<file path="config.mk">
export PLATFORM = sky130hd
export DESIGN_NAME = control_unit
export DESIGN_NICKNAME = d
export VERILOG_FILES = /design/src/common/isa_pkg.sv /design/src/common/ctrl_pkg.sv /design/src/control/instr_decoder.sv /design/src/control/state_sequencer.sv /design/src/control/control_encoder.sv /design/src/verilog/control_unit.sv
export VERILOG_INCLUDE_DIRS = /design/src /design/src/common
export SDC_FILE = /design/constraint.sdc
export NUM_CORES = 1
export LEC_CHECK = 0
export ABC_AREA = 1
export BUFFER_PORTS_ARGS = -buffer_cell sky130_fd_sc_hd__buf_2
export CAP_MARGIN = 10
export CORE_MARGIN = 2
export CORE_UTILIZATION = 53
export CTS_CLUSTER_SIZE = 10
export DETAILED_ROUTE_END_ITERATION = 10
export PLACE_DENSITY = 0.81
export SLEW_MARGIN = 20
export SYNTH_ARGS = -nofsm -noshare
export SYNTH_HDL_FRONTEND = slang
export SYNTH_SLANG_ARGS = --single-unit
</file>
<file path="constraint.sdc">
create_clock -name clk -period 2.1 [get_ports clk]
set_clock_uncertainty 0.05 [all_clocks]
set_input_delay 0.21 -clock clk [delete_from_list [all_inputs] [get_ports clk]]
set_output_delay 0.21 -clock clk [all_outputs]
set_load 0.02 [all_outputs]
</file>
<file path="src/common/ctl_defs.svh">
`ifndef CTL_DEFS_SVH
`define CTL_DEFS_SVH

// Opcode and function field width
`define CTL_OPCODE_W 6

// Instruction memory latency seen in fetch
`define CTL_FETCH_WAIT 3

// Data memory latency for loads and stores
`define CTL_MEM_WAIT 2

// Exception vector read latency
`define CTL_EXC_WAIT 8

// Wide enough for the longest wait
`define CTL_WAIT_W 4

`endif

</file>
<file path="src/common/isa_pkg.sv">
`include "ctl_defs.svh"

package isa_pkg;

    // Primary opcodes that the control unit executes
    typedef enum logic [`CTL_OPCODE_W-1:0] {
        op_r_type = 6'h00,
        op_j      = 6'h02,
        op_jal    = 6'h03,
        op_addi   = 6'h08,
        op_addiu  = 6'h09,
        op_lb     = 6'h20,
        op_lh     = 6'h21,
        op_lw     = 6'h23,
        op_sb     = 6'h28,
        op_sh     = 6'h29,
        op_sw     = 6'h2b
    } opcode_e;

    // R-type function codes
    typedef enum logic [`CTL_OPCODE_W-1:0] {
        funct_jr  = 6'h08,
        funct_add = 6'h20,
        funct_sub = 6'h22,
        funct_and = 6'h24
    } funct_e;

    typedef enum logic [3:0] {
        i_add,
        i_and,
        i_sub,
        i_addi,
        i_addiu,
        i_lw,
        i_lh,
        i_lb,
        i_sw,
        i_sh,
        i_sb,
        i_j,
        i_jal,
        i_jr,
        i_illegal
    } instr_e;

endpackage

</file>
<file path="src/common/ctrl_pkg.sv">
package ctrl_pkg;

    typedef enum logic [5:0] {
        st_init,
        st_fetch_wait,
        st_fetch_latch,
        st_decode,
        st_dispatch,
        st_add,
        st_sub,
        st_and,
        st_addi,
        st_addiu,
        st_wb_rd,
        st_wb_rt,
        st_addr_calc,
        st_mem_wait,
        st_mdr_word,
        st_mdr_half,
        st_mdr_byte,
        st_wb_load,
        st_store_word,
        st_store_half,
        st_store_byte,
        st_jump,
        st_jal,
        st_jal_link,
        st_jr,
        st_exc_illegal,
        st_exc_overflow,
        st_exc_commit
    } state_e;

    typedef enum logic [2:0] {alu_pass, alu_add, alu_and, alu_sub} alu_op_e;

    typedef enum logic [1:0] {alu_a_pc, alu_a_reg_a} alu_a_e;

    typedef enum logic [2:0] {alu_b_reg_b, alu_b_four, alu_b_imm} alu_b_e;

    typedef enum logic [2:0] {
        pc_src_alu_result  = 3'd0,
        pc_src_jump_target = 3'd2,
        pc_src_exc_vector  = 3'd3
    } pc_src_e;

    typedef enum logic [2:0] {iord_pc, iord_alu_out, iord_exc_vector} iord_e;

    typedef enum logic [1:0] {reg_dst_rt, reg_dst_rd, reg_dst_stack, reg_dst_ra} reg_dst_e;

    typedef enum logic [3:0] {
        mem_to_reg_alu_out    = 4'd0,
        mem_to_reg_mdr        = 4'd1,
        mem_to_reg_stack_init = 4'd4
    } mem_to_reg_e;

    // Shared by the MDR load path and the store path from B
    typedef enum logic [1:0] {width_word, width_half, width_byte} width_e;

    typedef enum logic [1:0] {cause_illegal_opcode, cause_overflow} cause_e;

    typedef struct packed {
        logic pc_write;
        logic branch;
        logic ir_write;
        logic a_write;
        logic b_write;
        logic mdr_write;
        logic alu_out_write;
        logic epc_write;
        logic reg_write;
        logic mem_wr;
    } strobes_t;

    typedef struct packed {
        alu_op_e     alu_op;
        alu_a_e      alu_a;
        alu_b_e      alu_b;
        pc_src_e     pc_src;
        iord_e       iord;
        reg_dst_e    reg_dst;
        mem_to_reg_e mem_to_reg;
        width_e      mem_to_mdr;
        width_e      b_to_mem;
        cause_e      except_cause;
    } selects_t;

endpackage

</file>
<file path="src/control/instr_decoder.sv">
`timescale 1ns/1ps

module instr_decoder (
    input  isa_pkg::opcode_e opcode,
    input  isa_pkg::funct_e  funct,
    output isa_pkg::instr_e  instr_class
);

    always_comb begin
        case (opcode)
            isa_pkg::op_r_type: begin
                case (funct)
                    isa_pkg::funct_add: instr_class = isa_pkg::i_add;
                    isa_pkg::funct_and: instr_class = isa_pkg::i_and;
                    isa_pkg::funct_sub: instr_class = isa_pkg::i_sub;
                    isa_pkg::funct_jr:  instr_class = isa_pkg::i_jr;
                    // Shifts, mult/div, hi/lo moves and the rest
                    default:            instr_class = isa_pkg::i_illegal;
                endcase
            end
            isa_pkg::op_addi:  instr_class = isa_pkg::i_addi;
            isa_pkg::op_addiu: instr_class = isa_pkg::i_addiu;
            isa_pkg::op_lw:    instr_class = isa_pkg::i_lw;
            isa_pkg::op_lh:    instr_class = isa_pkg::i_lh;
            isa_pkg::op_lb:    instr_class = isa_pkg::i_lb;
            isa_pkg::op_sw:    instr_class = isa_pkg::i_sw;
            isa_pkg::op_sh:    instr_class = isa_pkg::i_sh;
            isa_pkg::op_sb:    instr_class = isa_pkg::i_sb;
            isa_pkg::op_j:     instr_class = isa_pkg::i_j;
            isa_pkg::op_jal:   instr_class = isa_pkg::i_jal;
            // lui, branches, slti and unknown codes all trap
            default:           instr_class = isa_pkg::i_illegal;
        endcase
    end

endmodule

</file>
<file path="src/control/state_sequencer.sv">
`timescale 1ns/1ps
`include "ctl_defs.svh"

module state_sequencer (
    input  logic             clk,
    input  logic             reset,
    input  isa_pkg::instr_e  instr_class,
    input  logic             ov,
    output ctrl_pkg::state_e state
);

    ctrl_pkg::state_e       state_next;
    isa_pkg::instr_e        class_q;
    logic [`CTL_WAIT_W-1:0] wait_cnt;
    logic                   fetch_done;
    logic                   mem_done;
    logic                   exc_done;

    assign fetch_done = (wait_cnt == `CTL_WAIT_W'(`CTL_FETCH_WAIT - 1));
    assign mem_done   = (wait_cnt == `CTL_WAIT_W'(`CTL_MEM_WAIT - 1));
    assign exc_done   = (wait_cnt == `CTL_WAIT_W'(`CTL_EXC_WAIT - 1));

    always_comb begin
        case (state)
            ctrl_pkg::st_init:        state_next = ctrl_pkg::st_fetch_wait;
            ctrl_pkg::st_fetch_wait:  state_next = fetch_done ? ctrl_pkg::st_fetch_latch
                                                              : ctrl_pkg::st_fetch_wait;
            ctrl_pkg::st_fetch_latch: state_next = ctrl_pkg::st_decode;
            ctrl_pkg::st_decode:      state_next = ctrl_pkg::st_dispatch;
            ctrl_pkg::st_dispatch: begin
                case (instr_class)
                    isa_pkg::i_add:   state_next = ctrl_pkg::st_add;
                    isa_pkg::i_sub:   state_next = ctrl_pkg::st_sub;
                    isa_pkg::i_and:   state_next = ctrl_pkg::st_and;
                    isa_pkg::i_addi:  state_next = ctrl_pkg::st_addi;
                    isa_pkg::i_addiu: state_next = ctrl_pkg::st_addiu;
                    isa_pkg::i_lw,
                    isa_pkg::i_lh,
                    isa_pkg::i_lb,
                    isa_pkg::i_sw,
                    isa_pkg::i_sh,
                    isa_pkg::i_sb:    state_next = ctrl_pkg::st_addr_calc;
                    isa_pkg::i_j:     state_next = ctrl_pkg::st_jump;
                    isa_pkg::i_jal:   state_next = ctrl_pkg::st_jal;
                    isa_pkg::i_jr:    state_next = ctrl_pkg::st_jr;
                    default:          state_next = ctrl_pkg::st_exc_illegal;
                endcase
            end
            // Signed ops trap on overflow instead of writing back
            ctrl_pkg::st_add,
            ctrl_pkg::st_sub:   state_next = ov ? ctrl_pkg::st_exc_overflow : ctrl_pkg::st_wb_rd;
            ctrl_pkg::st_addi:  state_next = ov ? ctrl_pkg::st_exc_overflow : ctrl_pkg::st_wb_rt;
            ctrl_pkg::st_and:   state_next = ctrl_pkg::st_wb_rd;
            ctrl_pkg::st_addiu: state_next = ctrl_pkg::st_wb_rt;
            ctrl_pkg::st_addr_calc: state_next = ctrl_pkg::st_mem_wait;
            ctrl_pkg::st_mem_wait: begin
                if (!mem_done) begin
                    state_next = ctrl_pkg::st_mem_wait;
                end else begin
                    case (class_q)
                        isa_pkg::i_lw: state_next = ctrl_pkg::st_mdr_word;
                        isa_pkg::i_lh: state_next = ctrl_pkg::st_mdr_half;
                        isa_pkg::i_lb: state_next = ctrl_pkg::st_mdr_byte;
                        isa_pkg::i_sw: state_next = ctrl_pkg::st_store_word;
                        isa_pkg::i_sh: state_next = ctrl_pkg::st_store_half;
                        isa_pkg::i_sb: state_next = ctrl_pkg::st_store_byte;
                        default:       state_next = ctrl_pkg::st_exc_illegal;
                    endcase
                end
            end
            ctrl_pkg::st_mdr_word,
            ctrl_pkg::st_mdr_half,
            ctrl_pkg::st_mdr_byte: state_next = ctrl_pkg::st_wb_load;
            ctrl_pkg::st_jal:      state_next = ctrl_pkg::st_jal_link;
            ctrl_pkg::st_exc_illegal,
            ctrl_pkg::st_exc_overflow: state_next = exc_done ? ctrl_pkg::st_exc_commit : state;
            // Write-back, store, jump and commit states end the instruction
            default: state_next = ctrl_pkg::st_fetch_wait;
        endcase
    end

    always_ff @(posedge clk) begin
        if (reset) begin
            state    <= ctrl_pkg::st_init;
            class_q  <= isa_pkg::i_illegal;
            wait_cnt <= '0;
        end else begin
            state <= state_next;
            if (state_next != state) begin
                wait_cnt <= '0;
            end else begin
                wait_cnt <= wait_cnt + 1'b1;
            end
            if (state == ctrl_pkg::st_dispatch) begin
                class_q <= instr_class;
            end
        end
    end

endmodule

</file>
<file path="src/control/control_encoder.sv">
`timescale 1ns/1ps

module control_encoder (
    input  ctrl_pkg::state_e   state,
    output ctrl_pkg::strobes_t strobes,
    output ctrl_pkg::selects_t selects
);

    always_comb begin
        strobes = '0;
        selects = '0;
        case (state)
            // Stack pointer preset into the register file
            ctrl_pkg::st_init: begin
                strobes.reg_write  = 1'b1;
                selects.reg_dst    = ctrl_pkg::reg_dst_stack;
                selects.mem_to_reg = ctrl_pkg::mem_to_reg_stack_init;
            end
            ctrl_pkg::st_fetch_wait,
            ctrl_pkg::st_fetch_latch: begin
                // PC + 4 on the ALU while the instruction is read
                selects.iord   = ctrl_pkg::iord_pc;
                selects.alu_a  = ctrl_pkg::alu_a_pc;
                selects.alu_b  = ctrl_pkg::alu_b_four;
                selects.alu_op = ctrl_pkg::alu_add;
                if (state == ctrl_pkg::st_fetch_latch) begin
                    strobes.pc_write = 1'b1;
                    strobes.ir_write = 1'b1;
                end
            end
            ctrl_pkg::st_decode: begin
                strobes.a_write = 1'b1;
                strobes.b_write = 1'b1;
            end
            ctrl_pkg::st_add,
            ctrl_pkg::st_sub,
            ctrl_pkg::st_and,
            ctrl_pkg::st_addi,
            ctrl_pkg::st_addiu: begin
                strobes.alu_out_write = 1'b1;
                selects.alu_a         = ctrl_pkg::alu_a_reg_a;
                selects.alu_b         = ctrl_pkg::alu_b_reg_b;
                selects.alu_op        = ctrl_pkg::alu_add;
                if (state == ctrl_pkg::st_sub) begin
                    selects.alu_op = ctrl_pkg::alu_sub;
                end
                if (state == ctrl_pkg::st_and) begin
                    selects.alu_op = ctrl_pkg::alu_and;
                end
                if (state == ctrl_pkg::st_addi || state == ctrl_pkg::st_addiu) begin
                    selects.alu_b = ctrl_pkg::alu_b_imm;
                end
            end
            ctrl_pkg::st_wb_rd,
            ctrl_pkg::st_wb_rt: begin
                strobes.reg_write  = 1'b1;
                selects.mem_to_reg = ctrl_pkg::mem_to_reg_alu_out;
                selects.reg_dst    = (state == ctrl_pkg::st_wb_rd) ? ctrl_pkg::reg_dst_rd
                                                                   : ctrl_pkg::reg_dst_rt;
            end
            ctrl_pkg::st_addr_calc: begin
                selects.alu_a  = ctrl_pkg::alu_a_reg_a;
                selects.alu_b  = ctrl_pkg::alu_b_imm;
                selects.alu_op = ctrl_pkg::alu_add;
            end
            ctrl_pkg::st_mem_wait: selects.iord = ctrl_pkg::iord_alu_out;
            ctrl_pkg::st_mdr_word: begin
                strobes.mdr_write  = 1'b1;
                selects.mem_to_mdr = ctrl_pkg::width_word;
            end
            ctrl_pkg::st_mdr_half: begin
                strobes.mdr_write  = 1'b1;
                selects.mem_to_mdr = ctrl_pkg::width_half;
            end
            ctrl_pkg::st_mdr_byte: begin
                strobes.mdr_write  = 1'b1;
                selects.mem_to_mdr = ctrl_pkg::width_byte;
            end
            ctrl_pkg::st_wb_load: begin
                strobes.reg_write  = 1'b1;
                selects.mem_to_reg = ctrl_pkg::mem_to_reg_mdr;
                selects.reg_dst    = ctrl_pkg::reg_dst_rt;
            end
            ctrl_pkg::st_store_word,
            ctrl_pkg::st_store_half,
            ctrl_pkg::st_store_byte: begin
                strobes.mem_wr   = 1'b1;
                selects.iord     = ctrl_pkg::iord_alu_out;
                selects.b_to_mem = ctrl_pkg::width_word;
                if (state == ctrl_pkg::st_store_half) begin
                    selects.b_to_mem = ctrl_pkg::width_half;
                end
                if (state == ctrl_pkg::st_store_byte) begin
                    selects.b_to_mem = ctrl_pkg::width_byte;
                end
            end
            ctrl_pkg::st_jump: begin
                strobes.pc_write = 1'b1;
                strobes.branch   = 1'b1;
                selects.pc_src   = ctrl_pkg::pc_src_jump_target;
            end
            ctrl_pkg::st_jal: begin
                // Return address is the already incremented PC
                strobes.alu_out_write = 1'b1;
                selects.alu_a         = ctrl_pkg::alu_a_pc;
                selects.alu_op        = ctrl_pkg::alu_pass;
            end
            ctrl_pkg::st_jal_link: begin
                strobes.reg_write  = 1'b1;
                strobes.pc_write   = 1'b1;
                strobes.branch     = 1'b1;
                selects.mem_to_reg = ctrl_pkg::mem_to_reg_alu_out;
                selects.reg_dst    = ctrl_pkg::reg_dst_ra;
                selects.pc_src     = ctrl_pkg::pc_src_jump_target;
            end
            ctrl_pkg::st_jr: begin
                strobes.pc_write = 1'b1;
                strobes.branch   = 1'b1;
                selects.alu_a    = ctrl_pkg::alu_a_reg_a;
                selects.alu_op   = ctrl_pkg::alu_pass;
                selects.pc_src   = ctrl_pkg::pc_src_alu_result;
            end
            ctrl_pkg::st_exc_illegal: begin
                selects.iord         = ctrl_pkg::iord_exc_vector;
                selects.except_cause = ctrl_pkg::cause_illegal_opcode;
            end
            ctrl_pkg::st_exc_overflow: begin
                selects.iord         = ctrl_pkg::iord_exc_vector;
                selects.except_cause = ctrl_pkg::cause_overflow;
            end
            ctrl_pkg::st_exc_commit: begin
                strobes.epc_write = 1'b1;
                strobes.pc_write  = 1'b1;
                selects.pc_src    = ctrl_pkg::pc_src_exc_vector;
            end
            default: begin
                strobes = '0;
                selects = '0;
            end
        endcase
    end

endmodule

</file>
<file path="src/verilog/control_unit.sv">
`timescale 1ns/1ps

module control_unit (
    input  logic               clk,
    input  logic               reset,
    input  isa_pkg::opcode_e   opcode,
    input  isa_pkg::funct_e    funct,
    input  logic               ov,
    output ctrl_pkg::strobes_t strobes,
    output ctrl_pkg::selects_t selects
);

    isa_pkg::instr_e  instr_class;
    ctrl_pkg::state_e state;

    instr_decoder u_instr_decoder (
        .opcode      (opcode),
        .funct       (funct),
        .instr_class (instr_class)
    );

    state_sequencer u_state_sequencer (
        .clk         (clk),
        .reset       (reset),
        .instr_class (instr_class),
        .ov          (ov),
        .state       (state)
    );

    // Moore outputs straight from the state
    control_encoder u_control_encoder (
        .state   (state),
        .strobes (strobes),
        .selects (selects)
    );

endmodule

</file>
Word level (Yosys, flattened, before mapping)

Memory sizes are Yosys's and may differ from the RTL's.
Index checks and enable logic that the tools add are counted.

Register bits after elaboration: 14
Bits in read-only memories: 80
Input bits: 15
Output and inout port bits: 36
Logic and storage cells: 106
Memories kept: 1

Memories:

| name            | depth | bits a word | rd ports | clocked after memory_dff | wr ports | line                  | RTL |
|---|---|---|---|---|---|---|---|
| (no name shown) | 16    | 5           | 1        | 0                        | 0        | state_sequencer.sv:31 | `case (instr_class)` |

Add/sub/neg operators: 1
Equality and inequality tests: 51
Multiplexer cells: 33
Reduce and logical (&&, ||, !) cells: 17

Operators with widths:

| cell                                                | count |
|---|---|
| case mux 6 bit (13 select lines)                    | 1 |
| equality test 6 x 5 -> 1 bit, second input constant | 12 |
| equality test 6 x 4 -> 1 bit, second input constant | 11 |
| equality test 6 bit, second input constant          | 9 |
| case mux 4 bit (11 select lines)                    | 1 |
| case mux 4 bit (4 select lines)                     | 2 |
| case mux 5 bit (6 select lines)                     | 1 |
| equality test 6 x 2 -> 1 bit, second input constant | 4 |
| equality test 6 x 3 -> 1 bit, second input constant | 4 |
| case mux 6 bit (4 select lines)                     | 1 |
| equality test 4 x 3 -> 1 bit, second input constant | 4 |
| two-way mux 2 bit                                   | 7 |
| equality test 4 bit, second input constant          | 3 |
| logical NOT 6 bit                                   | 2 |
| two-way mux 6 bit                                   | 2 |
| case mux 2 bit (2 select lines)                     | 3 |
| OR reduction 2 bit                                  | 6 |
| two-way mux 1 bit                                   | 11 |
| two-way mux 5 bit                                   | 2 |
| OR reduction 5 bit                                  | 2 |
| case mux 3 bit (3 select lines)                     | 1 |
| OR reduction 3 bit                                  | 3 |
| OR reduction 4 bit                                  | 2 |
| equality test 6 x 1 -> 1 bit, second input constant | 1 |
| 7 further kinds                                     | 7 |

Logic depth before layout (Yosys ltp)

Gate-level depths: netlist (run 1).
An unclocked memory read counts as a cell.

Word-level depth: 7
Mapped depth: 17
Mapped depth without buffers: 17

Hierarchy

Synthesis (run 1) repeated with hierarchy kept, for this count alone.

Cell total of the unflattened synthesis: 395
Area, all modules: 2153.3 um^2

By module, submodules not included:

| module          | times used | cells an instance | area an instance (um^2) |
|---|---|---|---|
| state_sequencer | 1          | 229               | 1397.6 |
| control_encoder | 1          | 95                | 431.7 |
| instr_decoder   | 1          | 71                | 324.1 |

Worst setup path before layout (run 1)

No wires, ideal clock.

Kind: reg-to-reg
Start point: register u_state_sequencer.state[5]
End point: register u_state_sequencer.wait_cnt[0]
Library setup time: 0.078 ns
Arrival time: 1.840 ns
Path slack: 0.132 ns
Cell stages (with the launch flop): 14
Cells stage by stage: dfxtp_1 -> nor2_4 -> nand2_2 -> nor2_1 -> inv_1 -> nand2_1 -> nor3_1 -> nand2_1 -> nor2_1 -> nor2_2 -> nand3_1 -> nand2_1 -> nand3_2 -> nor3_1

Word-level cells in the longest chain between the ends: 5

Ends and longest elaborated chain:

| element                                                           | line                  | RTL |
|---|---|---|
| from (decl)                                                       | state_sequencer.sv:9  | `output ctrl_pkg::state_e state` |
| from (signal assigned)                                            | state_sequencer.sv:84 | `state <= ctrl_pkg::st_init;` |
| from (signal assigned)                                            | state_sequencer.sv:88 | `state <= state_next;` |
| equality test 6 x 4 -> 1 bit, or another cell as far along        | state_sequencer.sv:24 | `case (state)` |
| OR reduction 3 bit (no source line), or another cell as far along | --                    |  |
| case mux 6 bit (13 select lines)                                  | state_sequencer.sv:24 |  |
| inequality test 6 bit *                                           | state_sequencer.sv:89 | `if (state_next != state) begin` |
| OR reduction 2 bit (no source line) *                             | --                    |  |
| to (signal assigned)                                              | state_sequencer.sv:92 | `wait_cnt <= wait_cnt + 1'b1;` |
| to (decl)                                                         | state_sequencer.sv:14 | `` logic [`CTL_WAIT_W-1:0] wait_cnt; `` |

Mark *: on every way between the ends. The rest lies on a longest branch, timed or not.
A chain may end at the register's enable or synchronous reset.

Final worst setup path (run 1)

Start point: register u_state_sequencer.state[3]
End point: register u_state_sequencer.wait_cnt[1]

The elaborated chain is that of the path after synthesis.

==> results of run 1 <==
-- per-layer routing --
metal,global-route usage [%],vias up,routed length [um]
met5,0,-,0
met4,8.89,0,110
met3,2.16,12,227
met2,46.9,73,2400
met1,29.7,979,2010
li1,-,1147,-
-- logic make-up (layout without fill, tap and decap cells) --
group / Yosys count / after routing
adder cells (fa/ha/maj): 5 / 5
flip-flops: 14 / 14
AO/OA/AOI/OAI: 25 / 25
XOR/XNOR: 2 / 2
AND/OR/NAND/NOR: 211 / 211
buffers and inverters: 65 / 124
other: 1 / 9
-- repair_timing --
action	4_1_cts	5_1_grt
resized for setup	2	33
endpoints found under the setup margin	3	8
pin swaps	0	5
setup buffers	0	1
hold buffers	0	0
-- power by group through the flow --
stage | Combinational (mW) | Clock, mW | Sequential (mW)
3_5_place_dp | 0.190 | 0 | 0.282
3_3_place_gp | 0.186 | 0 | 0.281
6_report | 0.206 | 0.190 | 0.275
2_1_floorplan | 0.137 | 0 | 0.278
5_1_grt | 0.228 | 0.206 | 0.276
4_1_cts | 0.191 | 0.189 | 0.275
-- layout by cell type (no fill, tap or decap), types with 3 or more instances in the layout --
cell type and instances:
a21oi_1 5, o21ai_0 8, buf_2 42, nand3_1 38, conb_1 9, nor3_2 7
clkbuf_4 3, nor2_4 13, a31oi_1 3, buf_4 26, nor3_1 5, inv_2 16
ha_1 5, nand4_1 7, inv_1 35, nand2_2 9, nor2_2 17, nand2_1 76
dfxtp_1 8, nor2_1 34, dfxtp_2 4
-- worst max path at each step --
stage          cells past startpoint  slack, ps                                        to
3_3_place_gp                      16        -20  u_state_sequencer.wait_cnt[1]$_SDFF_PP0_
3_5_place_dp                      17       -160  u_state_sequencer.wait_cnt[1]$_SDFF_PP0_
6_report                          12        100  u_state_sequencer.wait_cnt[1]$_SDFF_PP0_
5_1_grt                           14        -80  u_state_sequencer.wait_cnt[1]$_SDFF_PP0_
4_1_cts                           12          3  u_state_sequencer.wait_cnt[1]$_SDFF_PP0_
2_1_floorplan                     13        130  u_state_sequencer.wait_cnt[0]$_SDFF_PP0_
-- synth_stat cells, types with 2 or more instances --
| library cell | n | area (um2) |
|---|---|---|
| nor2_1 | 43 | 161 |
| nor2_2 | 13 | 81.3 |
| buf_4 | 12 | 90.1 |
| nand4_1 | 7 | 43.8 |
| o21ai_1 | 2 | 10.0 |
| dfxtp_1 | 14 | 280 |
| inv_1 | 37 | 139 |
| nor2_4 | 8 | 90.1 |
| nor3_2 | 2 | 20.0 |
| nand2_2 | 6 | 37.5 |
| nand3_1 | 39 | 195 |
| nand2_1 | 79 | 297 |
| inv_2 | 14 | 52.6 |
| nand3_2 | 2 | 20.0 |
| a21oi_1 | 5 | 25.0 |
| a31oi_1 | 3 | 18.8 |
| o211ai_1 | 2 | 15.0 |
| ha_1 | 5 | 62.6 |
| o21ai_0 | 8 | 40.0 |
| nor3_1 | 10 | 50.1 |
-- registers in the layout, indices dropped and copies added (netlist names) --
name,count
u_state_sequencer.state,6
u_state_sequencer.class_q,4
u_state_sequencer.wait_cnt,4
-- layout make-up --
cell class | instances | area (um2) | share of cell area, %
multi-input combinational | 252 | 1390 | 58.5
timing repair buffer | 68 | 405 | 17.0
sequential | 14 | 293 | 12.3
inverter | 52 | 195 | 8.20
tap | 46 | 57.6 | 2.42
clock buffer | 4 | 36.3 | 1.52
-- worst max-delay path, delay by kind of cell (launching register included) --
family | cells | cell delay [ps]
buffers and inverters | 1 | 80
flip-flops | 1 | 390
AND/OR/NAND/NOR | 11 | 1410
==> results.yml, run 1 <==
status:
  status: "finished clean"
setup_path:
  max_stage_delay_ps: 390
  crit_required_ps: 2250
  start_kind: "flip-flop"
  cp-end-kind: "flip-flop"
  cp_slowest_cell: "dfxtp_2"
  startpoint: "u_state_sequencer.state[3]$_SDFF_PP0_"
  cp_cell_sequence: "inv_2 > nand2_2 > nor3_2 > nand2_1 > nand2_1 > nor3_2 > nand3_1 > nor2_2 > nand3_1 > nand2_1 > nand3_4 > nor3_2"
  r2r_start: "u_state_sequencer.state[3]$_SDFF_PP0_"
  cp_max_fo: 5
  critPathKind: "reg2reg"
  rr_worst_depth: 12
  cp.arrival_ps: 2150
  timing.rr.end: "u_state_sequencer.wait_cnt[1]$_SDFF_PP0_"
  reg2reg_slack_ps: 100
yosys:
  netlist_area_um2: 1830
  synth_top_family_by_area: "simple AND/OR/NAND/NOR gates"
  synth_edf_count: 0
  synthAdderAreaFrac_pct: 3.42
  syn_inst: 323
  yosysSeqAreaShare_pct: 15.3
  synth-simple-area-share_pct: 55.4
  yosys_warnings: 0
  synth_area_per_cell_um2: 5.67
  dominantRegCellSynth: "dfxtp_1"
  synth.area.mux_share_pct: 0
  synth-xor-area-share_pct: 0.956
  postSynth.asyncResetShare_pct: 0
  ys_types: 32
  synth-seq-cells: 14
  synth-compound-area-share_pct: 8.88
power:
  pwr-share-seq_pct: 41.0
  power.density_nw_per_um2: 282
  p_clk_share_pct: 28.3
  power_uw: 671
  comb_power_share_pct: 30.7
  p_sw_uw: 222
  peakVddDrop_v: 0.000224
  p_sw_share_pct: 33.1
  internal_power_uw: 449
  power_leakage_nw: 1.31
route:
  firstDrtPassIters: 5
  drtIter0Drc: 136
  drc: 0
  wl_per_cell_um: 10.9
  antenna_left: 0
  vias_per_cell: 5.07
  num_vias: 2211
  wl_um: 4750
hold_path:
  hold_path_end: "u_state_sequencer.state[1]$_SDFF_PP0_"
  hp-class: "in2reg"
  worstHoldStart: "reset"
  whs_path_depth: 2
place:
  port_buffers: 42
  dp_hpwl_um: 4030
  dp.cells: 431
  place_area_um2: 2220
  gp_congestion: 0.918
  place_ws_ps: -161
timing:
  max_clock_freq_mhz: 499
  fin_crit_sh_pct: 95.5
  finalSetupViolCount: 0
  hold_viol_final: 0
  setup_slack_ps: 95.1
  min_period_ps: 2000
  maxSlewViolCount: 0
  fin_setup_tns_ps: 0
  holdWs_ps: 142
  rsz0062_at_grt: "true"
clock_tree:
  cts-root-buf: "clkbuf_4"
  clkSlewWorstSetupHoldPaths_ps: 80
  clock_sinks: 14
  cts_buffers: 3
  h-tree-depth: 1
  clock_path_buffers: 2
  worstSkewPairLatency_ps: 280
  cts_tree: "built"
cells_and_area:
  drive_above_1_share_pct: 37.7
  area_growth_syn_to_layout_pct: 29.9
  stdcell_count: 436
  nets: 411
  nFillCells: 302
  antennaDiodeCount: 0
  design_area_um2: 2380
  fin_util_pct: 71.3
global_route:
  antenna_found_initial: 0
  gr-total-overflow: 0
  grt_max_degree: 9
  grt_pass1_vias: 2010
  grt_pass1_wl_um: 8310
  grtUsageTotal_pct: 25.1
job:
  cap_viol_max_count: 0
floorplan:
  start_util_pct: 54.9
  fp.coreArea_um2: 3340
  die_h_um: 62.8
  rows: 21
  die_area_um2: 3940
  die_x_um: 62.8
  ios: 51
No activity file was read; power rests on OpenSTA's default activity.
==> run 2: changes to the inputs <==
==> constraint.sdc (replaced) <==
create_clock -name clk -period 2 [get_ports clk]
set_clock_uncertainty 0.05 [all_clocks]
set_input_delay 0.4 -clock clk [delete_from_list [all_inputs] [get_ports clk]]
set_output_delay 0.4 -clock clk [all_outputs]
set_load 0.02 [all_outputs]
==> run 2 against run 1 <==
Net effect: global-route usage up 1.6 points; die area unchanged; non-clock buffer count grew 35; sequential cell count stayed put; the flow now finishes with violations (setup timing); clock-buffer cell count is the same; largest power group is now combinational cells; critical path depth grew 1.
==> results.yml, run 2 (synthesized netlist as in run 1, its figures left out) <==
timing:
  max_clock_freq_mhz: 455
  finalSetupViolCount: 13
  maxSlewViolCount: 0
  fin_crit_sh_pct: 110
  rsz0062_at_grt: "true"
  min_period_ps: 2200
  hold_viol_final: 0
  setup_slack_ps: -200
setup_path:
  reg2reg_slack_ps: -200
  cp_cell_sequence: "buf_6 > nor2_4 > buf_12 > nand4_1 > buf_4 > nand2_1 > nor3_2 > nand3_1 > nor2_2 > nand3_1 > nand2_2 > nand3_4 > nor3_2"
  crit_required_ps: 2160
  crit_buf_inv: 3
  max_stage_delay_ps: 410
  cp.arrival_ps: 2360
  crit_family: "simple AND/OR/NAND/NOR gates"
  rr_worst_depth: 13
  timing.rr.end: "u_state_sequencer.wait_cnt[3]$_SDFF_PP0_"
  cp_slowest_cell: "dfxtp_4"
  r2r_start: "u_state_sequencer.state[0]$_SDFF_PP0_"
  cp-end-kind: "flip-flop"
  cp_max_fo: 6
  start_kind: "flip-flop"
  critPathKind: "reg2reg"
cells_and_area:
  fin_util_pct: 91.6
  layout_common_cells: "nand2_1, buf_4, inv_1"
  stdcell_count: 471
  antennaDiodeCount: 0
  area_growth_syn_to_layout_pct: 66.9
  drive_above_1_share_pct: 54.4
  design_area_um2: 3060
  regArea_um2: 302
  largest_reg_flops: 6
  layout_commonest_cell: "nand2_1"
  nets: 446
  top_regs: "u_state_sequencer.state (6), u_state_sequencer.class_q (4), u_state_sequencer.wait_cnt (4)"
  nFillCells: 152
  multi_input_area_um2: 1670
  largest-register: "u_state_sequencer.state"
floorplan:
  die_h_um: 62.8
  die_area_um2: 3940
  die_x_um: 62.8
  ios: 51
  start_util_pct: 54.9
  fp.coreArea_um2: 3340
  rows: 21
global_route:
  grt_max_degree: 9
  grtUsageTotal_pct: 26.7
  grt_pass1_vias: 2119
  gr-total-overflow: 0
  antenna_found_initial: 0
  grt_pass1_wl_um: 8630
route:
  drc: 0
  num_vias: 2765
  vias_per_cell: 5.87
  drtIter0Drc: 310
  wl_um: 8150
  antenna_left: 0
  firstDrtPassIters: 5
  wl_per_cell_um: 17.3
power:
  power.density_nw_per_um2: 264
  power_uw: 807
  power_leakage_nw: 1.60
  peakVddDrop_v: 0.000229
hold_path:
  whs_path_depth: 2
  worstHoldStart: "reset"
  hold_path_end: "u_state_sequencer.state[1]$_SDFF_PP0_"
  hp-class: "in2reg"
clock_tree:
  clock_path_buffers: 2
  cts-root-buf: "clkbuf_4"
  worstSkewPairLatency_ps: 280
  clock_sinks: 14
  clkSlewWorstSetupHoldPaths_ps: 80
  cts_hold_buf: 0
  h-tree-depth: 1
  cts_tree: "built"
  cts_buffers: 3
place:
  dp_hpwl_um: 4080
  place_area_um2: 2390
  port_buffers: 42
  place_ws_ps: -329
  dp.cells: 451
  gp_congestion: 0.905
status:
  failed_checks: "setup timing"
  status: "finished, violations left"
job:
  cap_viol_max_count: 0
==> run 2: layout make-up <==
cell class	instances	area share [%]
flip-flops and latches	14	9.86
inverters	52	6.71
multi-input cells	252	54.6
repair buffers	103	25.7
well taps	46	1.88
clock buffers	4	1.19
==> run 2: power by group <==
part,total (mW),internal (mW),switching [mW]
clock,0.202,0.111,0.0917
combinational,0.320,0.132,0.188
sequential,0.285,0.277,0.00790
==> run 2: how the worst max path moves through the flow <==
stage | startpoint | endpoint | depth (start not counted)
after floorplan | opcode[0] | u_state_sequencer.wait_cnt[0]$_SDFF_PP0_ | 15
after global placement | opcode[3] | u_state_sequencer.wait_cnt[3]$_SDFF_PP0_ | 17
after detailed placement | opcode[1] | u_state_sequencer.wait_cnt[3]$_SDFF_PP0_ | 16
after CTS | u_state_sequencer.state[3]$_SDFF_PP0_ | strobes[1] | 8
after global routing | opcode[3] | u_state_sequencer.wait_cnt[3]$_SDFF_PP0_ | 19
final | u_state_sequencer.state[0]$_SDFF_PP0_ | u_state_sequencer.wait_cnt[3]$_SDFF_PP0_ | 13
==> run 2: what timing repair did <==
item | CTS | global route
pin swaps | 8 | 36
setup buffers | 5 | 11
gates resized for setup | 28 | 119
setup endpoints to repair | 18 | 16
==> run 2: metal layers <==
layer  up-vias  global-route usage, %  wire, um
met3        78                   1.98       618
met2       213                   51.9      4090
met4         0                   11.4       681
li1       1222                      -         -
met1      1252                   29.4      2760
met5         -                      0         0
==> run 2: stage by stage <==
stage                     setup TNS [ps]  hold WS [ps]
after floorplan                        0           427
after global placement             -1020           459
after detailed placement           -1350           467
after CTS                          -3.51           330
after global routing               -2230           348
final                              -1120           360
